[src/design/spi_mem_pkg.sv]
/* Shared types for the SPI slave memory. The address width is fixed at 7 by the
   command byte layout, so the memory is always 128 bytes deep. */

`default_nettype none

package spi_mem_pkg;

  //------------------------------------------------------------
  // Widths
  //------------------------------------------------------------
  localparam int ADDR_W = 7;                   // Address bits in the command byte

  typedef logic [ADDR_W-1:0] addr_t;           // Memory address
  typedef logic [7:0]        byte_t;           // One SPI data byte
  typedef logic [2:0]        bit_cnt_t;        // Bit position inside a byte

  //------------------------------------------------------------
  // Controller states
  //------------------------------------------------------------
  typedef enum logic [1:0] {
    ST_CMD,                                    // Waiting for the command byte
    ST_WRITE,                                  // Data bytes go into memory
    ST_READ                                    // Data bytes come out of memory
  } ctrl_state_e;

  //------------------------------------------------------------
  // Block interfaces
  //------------------------------------------------------------
  // Events from the input side, all in the cs domain
  typedef struct packed {
    logic  sel;                                // Slave selected, active high
    logic  sck_fall;                           // Falling sclk edge seen
    logic  sel_end;                            // ss_n went high
    logic  byte_done;                          // Eighth bit sampled
    byte_t rx_byte;                            // Assembled byte
  } rx_evt_t;

  // Request to the memory array
  typedef struct packed {
    logic  wr_en;                              // Write strobe
    logic  rd_en;                              // Read strobe
    addr_t addr;                               // Target location
    byte_t wdata;                              // Write data
  } mem_req_t;

endpackage

`default_nettype wire

[src/design/spi_mem_array.sv]
/* 128 x 8 single-port memory with a registered read. Contents are undefined
   after power up and are kept through reset. */

`timescale 1ns/1ps
`default_nettype none

module spi_mem_array (
  input  wire                       cs,
  input  wire spi_mem_pkg::mem_req_t mem_req,
  output spi_mem_pkg::byte_t        rdata
);

  localparam int DEPTH = 1 << spi_mem_pkg::ADDR_W;

  spi_mem_pkg::byte_t mem [DEPTH];

  //------------------------------------------------------------
  // Write port and registered read
  //------------------------------------------------------------
  always_ff @(posedge cs) begin
    if (mem_req.wr_en) begin
      mem[mem_req.addr] <= mem_req.wdata;
    end
  end

  // Valid one cycle after rd_en
  always_ff @(posedge cs) begin
    if (mem_req.rd_en) begin
      rdata <= mem[mem_req.addr];
    end
  end

endmodule

`default_nettype wire

[src/design/spi_mem_ctrl.sv]
/* Transaction controller. Command byte is {addr[6:0], wr}. The address advances
   after each data byte and wraps from 127 to 0. Reads prefetch one byte ahead. */

`timescale 1ns/1ps
`default_nettype none

module spi_mem_ctrl (
  input  wire                   cs,
  input  wire                   rst_n,
  input  wire spi_mem_pkg::rx_evt_t rx_evt,
  output spi_mem_pkg::mem_req_t mem_req,
  output logic                  tx_load,
  output logic                  read_phase
);

  spi_mem_pkg::ctrl_state_e state;
  spi_mem_pkg::addr_t       addr_q;
  spi_mem_pkg::addr_t       addr_inc;
  spi_mem_pkg::addr_t       cmd_addr;
  spi_mem_pkg::addr_t       req_addr;
  spi_mem_pkg::byte_t       req_wdata;
  logic                     cmd_is_wr;
  logic                     wr_en_q;
  logic                     rd_en_q;

  // Command byte fields
  assign cmd_addr  = rx_evt.rx_byte[7:1];
  assign cmd_is_wr = rx_evt.rx_byte[0];

  // Natural 7-bit wrap from 127 to 0
  assign addr_inc = addr_q + spi_mem_pkg::addr_t'(1);

  //------------------------------------------------------------
  // State machine and address counter
  //------------------------------------------------------------
  always_ff @(posedge cs or negedge rst_n) begin
    if (!rst_n) begin
      state   <= spi_mem_pkg::ST_CMD;
      addr_q  <= '0;
      wr_en_q <= 1'b0;
      rd_en_q <= 1'b0;
      tx_load <= 1'b0;
    end else begin
      wr_en_q <= 1'b0;
      rd_en_q <= 1'b0;
      tx_load <= rd_en_q;                       // rdata is ready now

      if (rx_evt.sel_end) begin
        state <= spi_mem_pkg::ST_CMD;
      end else if (rx_evt.byte_done) begin
        case (state)
          spi_mem_pkg::ST_CMD: begin
            addr_q <= cmd_addr;
            if (cmd_is_wr) begin
              state <= spi_mem_pkg::ST_WRITE;
            end else begin
              state   <= spi_mem_pkg::ST_READ;
              rd_en_q <= 1'b1;                  // First read byte
            end
          end

          spi_mem_pkg::ST_WRITE: begin
            wr_en_q <= 1'b1;
            addr_q  <= addr_inc;
          end

          spi_mem_pkg::ST_READ: begin
            rd_en_q <= 1'b1;                    // Fetch the next byte
            addr_q  <= addr_inc;
          end

          default: begin
            state <= spi_mem_pkg::ST_CMD;
          end
        endcase
      end
    end
  end

  //------------------------------------------------------------
  // Request payload
  //------------------------------------------------------------
  always_ff @(posedge cs) begin
    if (rx_evt.byte_done) begin
      case (state)
        spi_mem_pkg::ST_CMD: begin
          req_addr <= cmd_addr;
        end

        spi_mem_pkg::ST_WRITE: begin
          req_addr  <= addr_q;                  // Current location
          req_wdata <= rx_evt.rx_byte;
        end

        spi_mem_pkg::ST_READ: begin
          req_addr <= addr_inc;                 // One ahead of the byte on miso
        end

        default: begin
          req_addr <= addr_q;
        end
      endcase
    end
  end

  assign mem_req = '{wr_en: wr_en_q,
                     rd_en: rd_en_q,
                     addr:  req_addr,
                     wdata: req_wdata};

  assign read_phase = (state == spi_mem_pkg::ST_READ);

endmodule

`default_nettype wire

[src/design/spi_mem_top.sv]
/* SPI mode 0 slave memory, 128 bytes, clocked by cs. The sclk half period must
   be at least 6 cs cycles. MISO needs an external buffer enabled by miso_oe. */

`timescale 1ns/1ps
`default_nettype none

module spi_mem_top #(
  parameter int unsigned SYNC_STAGES = 2        // Synchronizer depth per pin
) (
  input  wire cs,
  input  wire rst_n,
  input  wire sclk,
  input  wire ss_n,
  input  wire mosi,
  output wire miso,
  output wire miso_oe
);

  wire spi_mem_pkg::rx_evt_t  rx_evt;
  wire spi_mem_pkg::mem_req_t mem_req;
  wire spi_mem_pkg::byte_t    rdata;
  wire                        tx_load;
  wire                        read_phase;

  //------------------------------------------------------------
  // Input side
  //------------------------------------------------------------
  spi_rx_front #(
    .SYNC_STAGES (SYNC_STAGES)
  ) u_rx_front (
    .cs     (cs),
    .rst_n  (rst_n),
    .sclk   (sclk),
    .ss_n   (ss_n),
    .mosi   (mosi),
    .rx_evt (rx_evt)
  );

  //------------------------------------------------------------
  // Processing part
  //------------------------------------------------------------
  spi_mem_ctrl u_ctrl (
    .cs         (cs),
    .rst_n      (rst_n),
    .rx_evt     (rx_evt),
    .mem_req    (mem_req),
    .tx_load    (tx_load),
    .read_phase (read_phase)
  );

  spi_mem_array u_array (
    .cs      (cs),
    .mem_req (mem_req),
    .rdata   (rdata)
  );

  //------------------------------------------------------------
  // Output side
  //------------------------------------------------------------
  spi_tx_shifter u_tx_shifter (
    .cs         (cs),
    .rst_n      (rst_n),
    .sck_fall   (rx_evt.sck_fall),
    .sel        (rx_evt.sel),
    .sel_end    (rx_evt.sel_end),
    .tx_load    (tx_load),
    .read_phase (read_phase),
    .rdata      (rdata),
    .miso       (miso),
    .miso_oe    (miso_oe)
  );

endmodule

`default_nettype wire

[src/design/spi_rx_front.sv]
/* SPI mode 0 input side. Pins are sampled on cs, so each sclk half period must
   last at least 6 cs cycles. SYNC_STAGES must be 2 or more. */

`timescale 1ns/1ps
`default_nettype none

module spi_rx_front #(
  parameter int unsigned SYNC_STAGES = 2
) (
  input  wire                  cs,
  input  wire                  rst_n,
  input  wire                  sclk,
  input  wire                  ss_n,
  input  wire                  mosi,
  output spi_mem_pkg::rx_evt_t rx_evt
);

  // Idle pin pattern {sclk, ss_n, mosi}, deselected
  localparam logic [2:0] PIN_IDLE = 3'b010;

  logic [SYNC_STAGES-1:0][2:0] pin_sync;
  logic                        sclk_s;
  logic                        ss_s;
  logic                        mosi_s;
  logic                        sel;
  logic                        sclk_q;
  logic                        ss_q;
  logic                        sck_rise;
  logic                        sck_fall_q;
  logic                        sel_end_q;
  logic                        byte_done_q;
  spi_mem_pkg::bit_cnt_t       bit_cnt;
  spi_mem_pkg::byte_t          rx_sh;

  //------------------------------------------------------------
  // Pin synchronizers
  //------------------------------------------------------------
  always_ff @(posedge cs or negedge rst_n) begin
    if (!rst_n) begin
      pin_sync <= {SYNC_STAGES{PIN_IDLE}};
    end else begin
      pin_sync <= {pin_sync[SYNC_STAGES-2:0], {sclk, ss_n, mosi}};
    end
  end

  assign {sclk_s, ss_s, mosi_s} = pin_sync[SYNC_STAGES-1];
  assign sel      = ~ss_s;
  assign sck_rise = sel & sclk_s & ~sclk_q;      // Sample point in mode 0

  //------------------------------------------------------------
  // Edge strobes
  //------------------------------------------------------------
  always_ff @(posedge cs or negedge rst_n) begin
    if (!rst_n) begin
      sclk_q     <= 1'b0;
      ss_q       <= 1'b1;
      sck_fall_q <= 1'b0;
      sel_end_q  <= 1'b0;
    end else begin
      sclk_q     <= sclk_s;
      ss_q       <= ss_s;
      sck_fall_q <= sel & sclk_q & ~sclk_s;
      sel_end_q  <= ss_s & ~ss_q;               // Rising ss_n
    end
  end

  //------------------------------------------------------------
  // Receive shift register and bit counter
  //------------------------------------------------------------
  always_ff @(posedge cs or negedge rst_n) begin
    if (!rst_n) begin
      bit_cnt     <= '0;
      byte_done_q <= 1'b0;
    end else begin
      byte_done_q <= 1'b0;
      if (!sel) begin
        bit_cnt <= '0;                          // Drop partial byte
      end else if (sck_rise) begin
        bit_cnt     <= bit_cnt + 1'b1;
        byte_done_q <= (bit_cnt == 3'd7);
      end
    end
  end

  always_ff @(posedge cs) begin
    if (sck_rise) begin
      rx_sh <= {rx_sh[6:0], mosi_s};            // MSB first
    end
  end

  assign rx_evt = '{sel:       sel,
                    sck_fall:  sck_fall_q,
                    sel_end:   sel_end_q,
                    byte_done: byte_done_q,
                    rx_byte:   rx_sh};

endmodule

`default_nettype wire

[src/design/spi_tx_shifter.sv]
/* MISO shifter for mode 0. A loaded byte waits for the next falling sclk edge.
   miso_oe drives an external buffer, this block has no tristate. */

`timescale 1ns/1ps
`default_nettype none

module spi_tx_shifter (
  input  wire                cs,
  input  wire                rst_n,
  input  wire                sck_fall,
  input  wire                sel,
  input  wire                sel_end,
  input  wire                tx_load,
  input  wire                read_phase,
  input  wire spi_mem_pkg::byte_t rdata,
  output logic               miso,
  output logic               miso_oe
);

  spi_mem_pkg::byte_t hold_q;
  spi_mem_pkg::byte_t sh_q;
  logic               pending;
  logic               oe_q;

  // Holding register for the prefetched byte
  always_ff @(posedge cs) begin
    if (tx_load) begin
      hold_q <= rdata;
    end
  end

  //------------------------------------------------------------
  // Shift register and output enable
  //------------------------------------------------------------
  always_ff @(posedge cs or negedge rst_n) begin
    if (!rst_n) begin
      pending <= 1'b0;
      sh_q    <= '0;
      oe_q    <= 1'b0;
    end else begin
      oe_q <= read_phase & sel & ~sel_end;
      if (sel_end) begin
        pending <= 1'b0;
        sh_q    <= '0;
      end else begin
        if (sck_fall) begin
          sh_q <= pending ? hold_q : {sh_q[6:0], 1'b0};
        end
        if (tx_load) begin
          pending <= 1'b1;
        end else if (sck_fall) begin
          pending <= 1'b0;                      // Byte moved to shifter
        end
      end
    end
  end

  assign miso    = sh_q[7];
  assign miso_oe = oe_q;

endmodule

`default_nettype wire

[config.mk]
export PLATFORM = sky130hd
export DESIGN_NAME = spi_mem_top
export DESIGN_NICKNAME = d
export VERILOG_FILES = /design/src/design/spi_mem_pkg.sv /design/src/design/spi_mem_array.sv /design/src/design/spi_mem_ctrl.sv /design/src/design/spi_mem_top.sv /design/src/design/spi_rx_front.sv /design/src/design/spi_tx_shifter.sv
export SDC_FILE = /design/constraint.sdc
export NUM_CORES = 1
export LEC_CHECK = 0
export ABC_AREA = 1
export BUFFER_PORTS_ARGS = -buffer_cell sky130_fd_sc_hd__buf_4
export CAP_MARGIN = 20
export CORE_AREA = 2 2 284 286
export DETAILED_ROUTE_END_ITERATION = 8
export DIE_AREA = 0 0 286 288
export GPL_ROUTABILITY_DRIVEN = 0
export MAX_ROUTING_LAYER = met4
export PLACE_DENSITY = 0.73
export SYNTH_ARGS = -nofsm -noshare
export SYNTH_HDL_FRONTEND = slang
export SYNTH_SLANG_ARGS = --single-unit
export TNS_END_PERCENT = 1
[constraint.sdc]
create_clock -name cs -period 7.2 [get_ports cs]
set_clock_uncertainty 0.05 [all_clocks]
set_input_delay 0.36 -clock cs [delete_from_list [all_inputs] [get_ports cs]]
set_output_delay 0.36 -clock cs [all_outputs]
set_load 0.05 [all_outputs]
## Word level (Yosys, flattened, before mapping)

Memories as Yosys holds them, arrays and structs flattened. A register that Yosys moved wholly into a read port is not among the register bits.
Cells that the tools add are included.

- Flip-flop bits (word level): 67
- Output and inout bits: 2
- Logic and storage cells: 74
- RAM bits: 1024
- Memories: 1
- Input port bits: 5

- Reductions and logical operators: 10
- Bitwise operators: 12
- Add/subtract/negate cells: 2
- Eq/ne operators: 4
- Mux-type cells: 25

Memories:

| name | words | bits a word | read ports | clocked after memory_dff | write ports | RTL line | text |
|---|---|---|---|---|---|---|---|
| u_array.mem | 128 | 8 | 1 | 1 | 1 | spi_mem_array.sv:15 | `spi_mem_pkg::byte_t mem [DEPTH];` |

Operator list:

| kind | number |
|---|---|
| one-hot mux 7 bit (2 select lines) | 2 |
| 2-to-1 mux 8 bit | 3 |
| 2-to-1 mux 1 bit | 13 |
| nonzero test 2 bit | 4 |
| adder 7 x 1 -> 7 bit (second input constant) | 1 |
| bitwise AND 1 bit | 7 |
| 2-to-1 mux 2 bit | 3 |
| 2-to-1 mux 3 bit | 2 |
| NOT 1 bit | 5 |
| one-hot mux 2 bit (2 select lines) | 1 |
| AND reduction 2 bit | 2 |
| adder 3 x 1 -> 3 bit (second input constant) | 1 |
| equality test 3 bit (second input constant) | 1 |
| AND reduction 3 bit | 1 |
| nonzero test 3 bit | 1 |
| equality test 2 x 1 -> 1 bit (second input constant) | 1 |
| equality test 2 bit (second input constant) | 1 |
| logical NOT 2 bit | 1 |
| != test 2 x 1 -> 1 bit (second input constant) | 1 |
| one-hot mux 1 bit (2 select lines) | 1 |
| OR reduction 2 bit | 1 |

## Depth between registers and ports, before layout

- Word-level depth: 5
- Gate-level depth with buffers: 13
- Depth with buffers taken out: 11

## By module

A second synthesis with hierarchy kept.

- Cell total of the unflattened synthesis: 4661
- Area, all modules: 46848.7 µm²

By module, submodules not included:

| module | instances | sequential area each (µm²) | cells an instance | area each (µm²) |
|---|---|---|---|---|
| spi_mem_array | 1 | 30989.7 | 4402 | 44056.0 |
| spi_mem_ctrl | 1 | 750.7 | 138 | 1321.3 |
| spi_rx_front | 1 | 594.3 | 48 | 744.5 |
| spi_tx_shifter | 1 | 490.5 | 73 | 726.9 |

## Least setup slack after synthesis

OpenSTA, ideal clock, no wires.

- Kind: register -> register
- From: register u_ctrl.req_wdata[0]
- To: memory u_array.mem[0][0] (netlist bit) (data pin)
- Cell stages (with the launch flop): 1
- Slack: 4.878 ns
- Required time: 6.641 ns
- Library setup time: 0.509 ns
- Arrival: 1.763 ns
- Cell sequence: edfxtp_1

RTL lines:

| element | RTL line | text |
|---|---|---|
| from (decl) | spi_mem_ctrl.sv:21 | `spi_mem_pkg::byte_t req_wdata;` |
| from (signal assigned) | spi_mem_ctrl.sv:92 | `req_wdata <= rx_evt.rx_byte;` |
| to (decl) | spi_mem_array.sv:15 |  |

Straight into the memory's write port.

==> report_table.html <==
<table>
<tr><th>Metric</th><th>Value</th></tr>
<tr><th colspan="2">Power</th></tr>
<tr><td>Sw Ratio</td><td>0.192</td></tr>
<tr><td>Sequential Power Share</td><td>0.562</td></tr>
<tr><td>Power, Total</td><td>12.3 mW</td></tr>
<tr><td>Power Internal</td><td>9.93 mW</td></tr>
<tr><td>Fraction of power consumed by combinational cells</td><td>0.003</td></tr>
<tr><td>Cell leakage power</td><td>21.6 nW</td></tr>
<tr><td>Switching power summed over all nets</td><td>2.37 mW</td></tr>
<tr><td>Clock share of power</td><td>0.435</td></tr>
<tr><td>Max IR drop VDD</td><td>0.212 mV</td></tr>
<tr><td>P per Cell Area</td><td>240 nW/µm²</td></tr>
<tr><th colspan="2">Worst hold path</th></tr>
<tr><td>Type of the most critical hold path</td><td>input pin to async pin</td></tr>
<tr><th colspan="2">GRT</th></tr>
<tr><td>Pin count of the biggest net entering global routing</td><td>203</td></tr>
<tr><td>Global-route wire length before repair</td><td>174000 µm</td></tr>
<tr><td>Overall track demand over capacity in global routing</td><td>0.288</td></tr>
<tr><td>Vias in the first global route</td><td>29700</td></tr>
<tr><td>GR Overflow Total</td><td>0</td></tr>
<tr><td>Antenna violations before repair</td><td>5</td></tr>
<tr><th colspan="2">Synthesis</th></tr>
<tr><td>Post-synth EDFFs</td><td>1063</td></tr>
<tr><td>Number of cells produced by synthesis</td><td>4528</td></tr>
<tr><td>Library cells used by synthesis</td><td>32</td></tr>
<tr><td>Total of flip-flops plus latches after synthesis</td><td>1099</td></tr>
<tr><td>Register area share after synthesis</td><td>0.696</td></tr>
<tr><td>Average footprint of a synthesized cell</td><td>10.4 µm²</td></tr>
<tr><td>Asr flop ratio synth</td><td>0.0328</td></tr>
<tr><td>Most used DFF post-synth</td><td>sky130_fd_sc_hd__edfxtp_1</td></tr>
<tr><td>Warnings from Yosys</td><td>0</td></tr>
<tr><td>Number of nets in the synthesized netlist</td><td>4540</td></tr>
<tr><td>Cell area after technology mapping</td><td>47100 µm²</td></tr>
<tr><th colspan="2">Clock tree</th></tr>
<tr><td>Clock input transition at the sequential cells of the worst setup and hold paths</td><td>0.06 ns</td></tr>
<tr><td>Clock insertion delay at the later pin of the skew report</td><td>0.68 ns</td></tr>
<tr><td>Total CTS buffers</td><td>107</td></tr>
<tr><td>Clock Path Buffers</td><td>3</td></tr>
<tr><td>CTS tree</td><td>built</td></tr>
<tr><td>Clock tree root driver cell</td><td>sky130_fd_sc_hd__clkbuf_16</td></tr>
<tr><td>Cts repair resizes</td><td>0</td></tr>
<tr><td>H-tree depth reported by CTS</td><td>3</td></tr>
<tr><td>Clock Sinks</td><td>1099</td></tr>
<tr><th colspan="2">Die</th></tr>
<tr><td>Initial standard-cell utilization of the core</td><td>0.592</td></tr>
<tr><td>Standard-cell row count</td><td>104</td></tr>
<tr><td>Core area</td><td>79600 µm²</td></tr>
<tr><td>Die boundary width</td><td>286 µm</td></tr>
<tr><td>Die boundary height</td><td>288 µm</td></tr>
<tr><td>I/O pins</td><td>7</td></tr>
<tr><td>Die outline area</td><td>82400 µm²</td></tr>
<tr><th colspan="2">Critical path</th></tr>
<tr><td>Worst Path Required</td><td>7.58 ns</td></tr>
<tr><td>Reg-to-reg critical path startpoint</td><td>u_ctrl.req_addr[0]</td></tr>
<tr><td>End of the worst register-to-register path</td><td>u_array.rdata[2]</td></tr>
<tr><td>Critical path startpoint</td><td>u_ctrl.req_addr[0]</td></tr>
<tr><td>Slack of the worst reg-to-reg path</td><td>3.36 ns</td></tr>
<tr><td>Kind of end point of the critical path</td><td>flip-flop</td></tr>
<tr><td>Class of the most critical setup path</td><td>flip-flop to flip-flop</td></tr>
<tr><td>WP data arrival</td><td>4.22 ns</td></tr>
<tr><td>Category of the worst setup path launch point</td><td>flip-flop</td></tr>
<tr><td>Depth of the worst register-to-register path</td><td>11</td></tr>
<tr><td>Critical Path Sink</td><td>u_array.rdata[2]</td></tr>
<tr><td>Largest driver fanout on the critical path</td><td>202</td></tr>
<tr><th colspan="2">Flow run</th></tr>
<tr><td>Number of violations of the max-capacitance limit</td><td>0</td></tr>
<tr><th colspan="2">Place</th></tr>
<tr><td>Standard cell area after detailed placement</td><td>47900 µm²</td></tr>
<tr><td>Number of instances in the placed design</td><td>5436</td></tr>
<tr><td>Half-perimeter wire length after detailed placement</td><td>64800 µm</td></tr>
<tr><td>Count of input and output buffers</td><td>6</td></tr>
<tr><td>Post-placement worst setup slack</td><td>3.42 ns</td></tr>
<tr><th colspan="2">Finish</th></tr>
<tr><td>Post-layout instance count excluding filler cells</td><td>5634</td></tr>
<tr><td>Final core utilization</td><td>0.644</td></tr>
<tr><td>Total area of multi-input combinational cells</td><td>10100 µm²</td></tr>
<tr><td>Number of nets in the finished design</td><td>4501</td></tr>
<tr><td>Number of diodes added for antenna fixing</td><td>0</td></tr>
<tr><td>Layout overhead on the synthesized area</td><td>8.73%</td></tr>
<tr><td># fillers</td><td>6019</td></tr>
<tr><td>Sequential Area</td><td>32800 µm²</td></tr>
<tr><td>Fraction of layout cells with a size suffix above 1</td><td>0.0562</td></tr>
<tr><td>Post-route cell area</td><td>51300 µm²</td></tr>
<tr><th colspan="2">STA</th></tr>
<tr><td>Number of hold-slack violations in the final timing report</td><td>0</td></tr>
<tr><td>Final number of max-transition violations</td><td>0</td></tr>
<tr><td>Setup TNS after final layout</td><td>0 ns</td></tr>
<tr><td>Max-Slew Margin vs Limit</td><td>0.225</td></tr>
<tr><td>Worst hold slack across all endpoints</td><td>0.136 ns</td></tr>
<tr><td>Final worst path period share</td><td>0.533</td></tr>
<tr><td>Transition time at the pin with the least slew margin</td><td>1.16 ns</td></tr>
<tr><td>Final worst-path setup slack</td><td>3.36 ns</td></tr>
<tr><td>Final critical path time including I/O delays and setup</td><td>3.84 ns</td></tr>
<tr><td>RSZ-0062 raised after global routing</td><td>no</td></tr>
<tr><td>Number of endpoints failing setup at the final stage</td><td>0</td></tr>
<tr><td>Achievable Freq</td><td>261 MHz</td></tr>
<tr><th colspan="2">Route</th></tr>
<tr><td>Iteration-0 DRC Markers</td><td>3814</td></tr>
<tr><td>Number of vias in the routed layout</td><td>30900</td></tr>
<tr><td>Detailed-route DRC error count</td><td>0</td></tr>
<tr><td>Vias per std cell</td><td>5.48</td></tr>
<tr><td>DR pass1 iterations</td><td>6</td></tr>
<tr><td>Average wire per standard cell</td><td>20.3 µm</td></tr>
<tr><td>Sum of routed wire length over all layers</td><td>114000 µm</td></tr>
<tr><td>Count of antenna-violating nets left after detailed routing</td><td>0</td></tr>
<tr><th colspan="2">Status</th></tr>
<tr><td>Status</td><td>finished, final reports clean</td></tr>
</table>
==> what timing repair did <==
action                                 4_1_cts  5_1_grt
hold buffers                                 4        0
buffers inserted                             0        0
endpoints found under the hold margin       39        0
==> registers in the layout, indices dropped and copies added, names as in the netlist, 2 cells and up <==
name                 count
u_array.mem           1024
u_tx_shifter.hold_q      8
u_array.rdata            8
u_ctrl.addr_q            7
u_ctrl.req_wdata         8
u_rx_front.bit_cnt       3
u_ctrl.state             2
u_rx_front.pin_sync      5
u_rx_front.rx_sh         8
u_ctrl.req_addr          7
u_tx_shifter.sh_q        8
==> cell type report <==
type	count	area share
Clock buffer	142	0.0570
Clock inverter	52	0.00764
Inverter	871	0.0640
Multi-Input combinational cell	2362	0.197
Sequential cell	1099	0.640
Tap cell	1060	0.0259
Timing Repair Buffer	48	0.00796
==> layer usage <==
| metal | vias up | global-route usage | part of all wire |
|---|---|---|---|
| met2 | 1621 | 0.448 | 0.47 |
| met1 | 14700 | 0.388 | 0.40 |
| met3 | 230 | 0.0473 | 0.10 |
| met5 | - | - | 0 |
| met4 | 0 | 0.100 | 0.030 |
| li1 | 14400 | - | - |
==> worst min path at each step <==
stage / endpoint / depth (start not counted)
after detailed placement: u_tx_shifter.sh_q[0] / 1
final: u_tx_shifter.sh_q[1] / 2
after global routing: u_tx_shifter.sh_q[1] / 2
after global placement: u_rx_front.pin_sync[5] / 0
after CTS: u_tx_shifter.sh_q[1] / 2
after floorplan: u_ctrl.addr_q[0] / 0
==> cell families after synthesis <==
family          after synthesis  share of synthesized area
simple gates               2155                      0.189
flops                      1099                      0.696
buf+inv                    1067                     0.0903
compound gates              195                     0.0220
fa+ha+maj                     7                    0.00186
xor+xnor                      5                   0.000929
==> critical path, stage by stage, from the launching register on <==
cell and delay (ns):
sky130_fd_sc_hd__edfxtp_1 0.51, sky130_fd_sc_hd__buf_12 0.68, sky130_fd_sc_hd__buf_4 0.88, sky130_fd_sc_hd__nand2_1 0.16, sky130_fd_sc_hd__nand3_1 0.12, sky130_fd_sc_hd__nand2_1 0.08, sky130_fd_sc_hd__o21ai_0 0.22, sky130_fd_sc_hd__nand2_1 0.23
sky130_fd_sc_hd__nor2_1 0.18, sky130_fd_sc_hd__nor2_1 0.06, sky130_fd_sc_hd__nor2_1 0.25, sky130_fd_sc_hd__nand2_1 0.09
==> cells in the mapped netlist, types with 12 or more instances <==
library cell                  n  area, µm²
sky130_fd_sc_hd__nand2_1   1221       4580
sky130_fd_sc_hd__edfxtp_1  1063      31900
sky130_fd_sc_hd__inv_1      864       3240
sky130_fd_sc_hd__nand3_1    432       2160
sky130_fd_sc_hd__nor2_1     396       1490
sky130_fd_sc_hd__buf_2      138        691
sky130_fd_sc_hd__o21ai_1     97        485
sky130_fd_sc_hd__o21ai_0     61        305
sky130_fd_sc_hd__or2_2       51        319
sky130_fd_sc_hd__clkbuf_1    39        146
sky130_fd_sc_hd__dfrtp_1     33        826
sky130_fd_sc_hd__nand4_1     25        156
sky130_fd_sc_hd__or2_1       24        150
sky130_fd_sc_hd__buf_4       12       90.1
sky130_fd_sc_hd__o211ai_1    12       90.1
==> power groups by stage <==
stage	registers (mW)	logic, mW	clock network [mW]
2_1_floorplan	7.05	0.0179	0
3_3_place_gp	7.05	0.0294	0
3_5_place_dp	7.05	0.0296	0
4_1_cts	6.92	0.0318	5.38
5_1_grt	6.91	0.0360	5.62
6_report	6.92	0.0318	5.35
==> layout by cell type (no fill, tap or decap), types with 3 or more instances in the layout <==
cell and count:
sky130_fd_sc_hd__nand2_1 1217, sky130_fd_sc_hd__edfxtp_1 1063, sky130_fd_sc_hd__inv_1 864, sky130_fd_sc_hd__nand3_1 432
sky130_fd_sc_hd__nor2_1 391, sky130_fd_sc_hd__clkbuf_16 109, sky130_fd_sc_hd__o21ai_1 97, sky130_fd_sc_hd__o21ai_0 61
sky130_fd_sc_hd__or2_2 51, sky130_fd_sc_hd__buf_4 41, sky130_fd_sc_hd__dfrtp_1 33, sky130_fd_sc_hd__clkinv_1 27
sky130_fd_sc_hd__clkbuf_1 26, sky130_fd_sc_hd__nand4_1 25, sky130_fd_sc_hd__or2_1 24, sky130_fd_sc_hd__clkinv_2 14
sky130_fd_sc_hd__o211ai_1 12, sky130_fd_sc_hd__o22ai_1 10, sky130_fd_sc_hd__a21oi_1 8, sky130_fd_sc_hd__ha_1 7
sky130_fd_sc_hd__clkbuf_8 7, sky130_fd_sc_hd__xor2_1 5, sky130_fd_sc_hd__a22oi_1 5, sky130_fd_sc_hd__inv_2 5
sky130_fd_sc_hd__bufinv_16 5, sky130_fd_sc_hd__nor3_1 4, sky130_fd_sc_hd__nand2_2 4, sky130_fd_sc_hd__dlygate4sd3_1 4
sky130_fd_sc_hd__clkinv_8 3, sky130_fd_sc_hd__nor2_4 3, sky130_fd_sc_hd__nor2_2 3, sky130_fd_sc_hd__inv_6 3
sky130_fd_sc_hd__buf_12 3, sky130_fd_sc_hd__dfstp_2 3
Note: power is estimated with default switching activity, not from simulation.
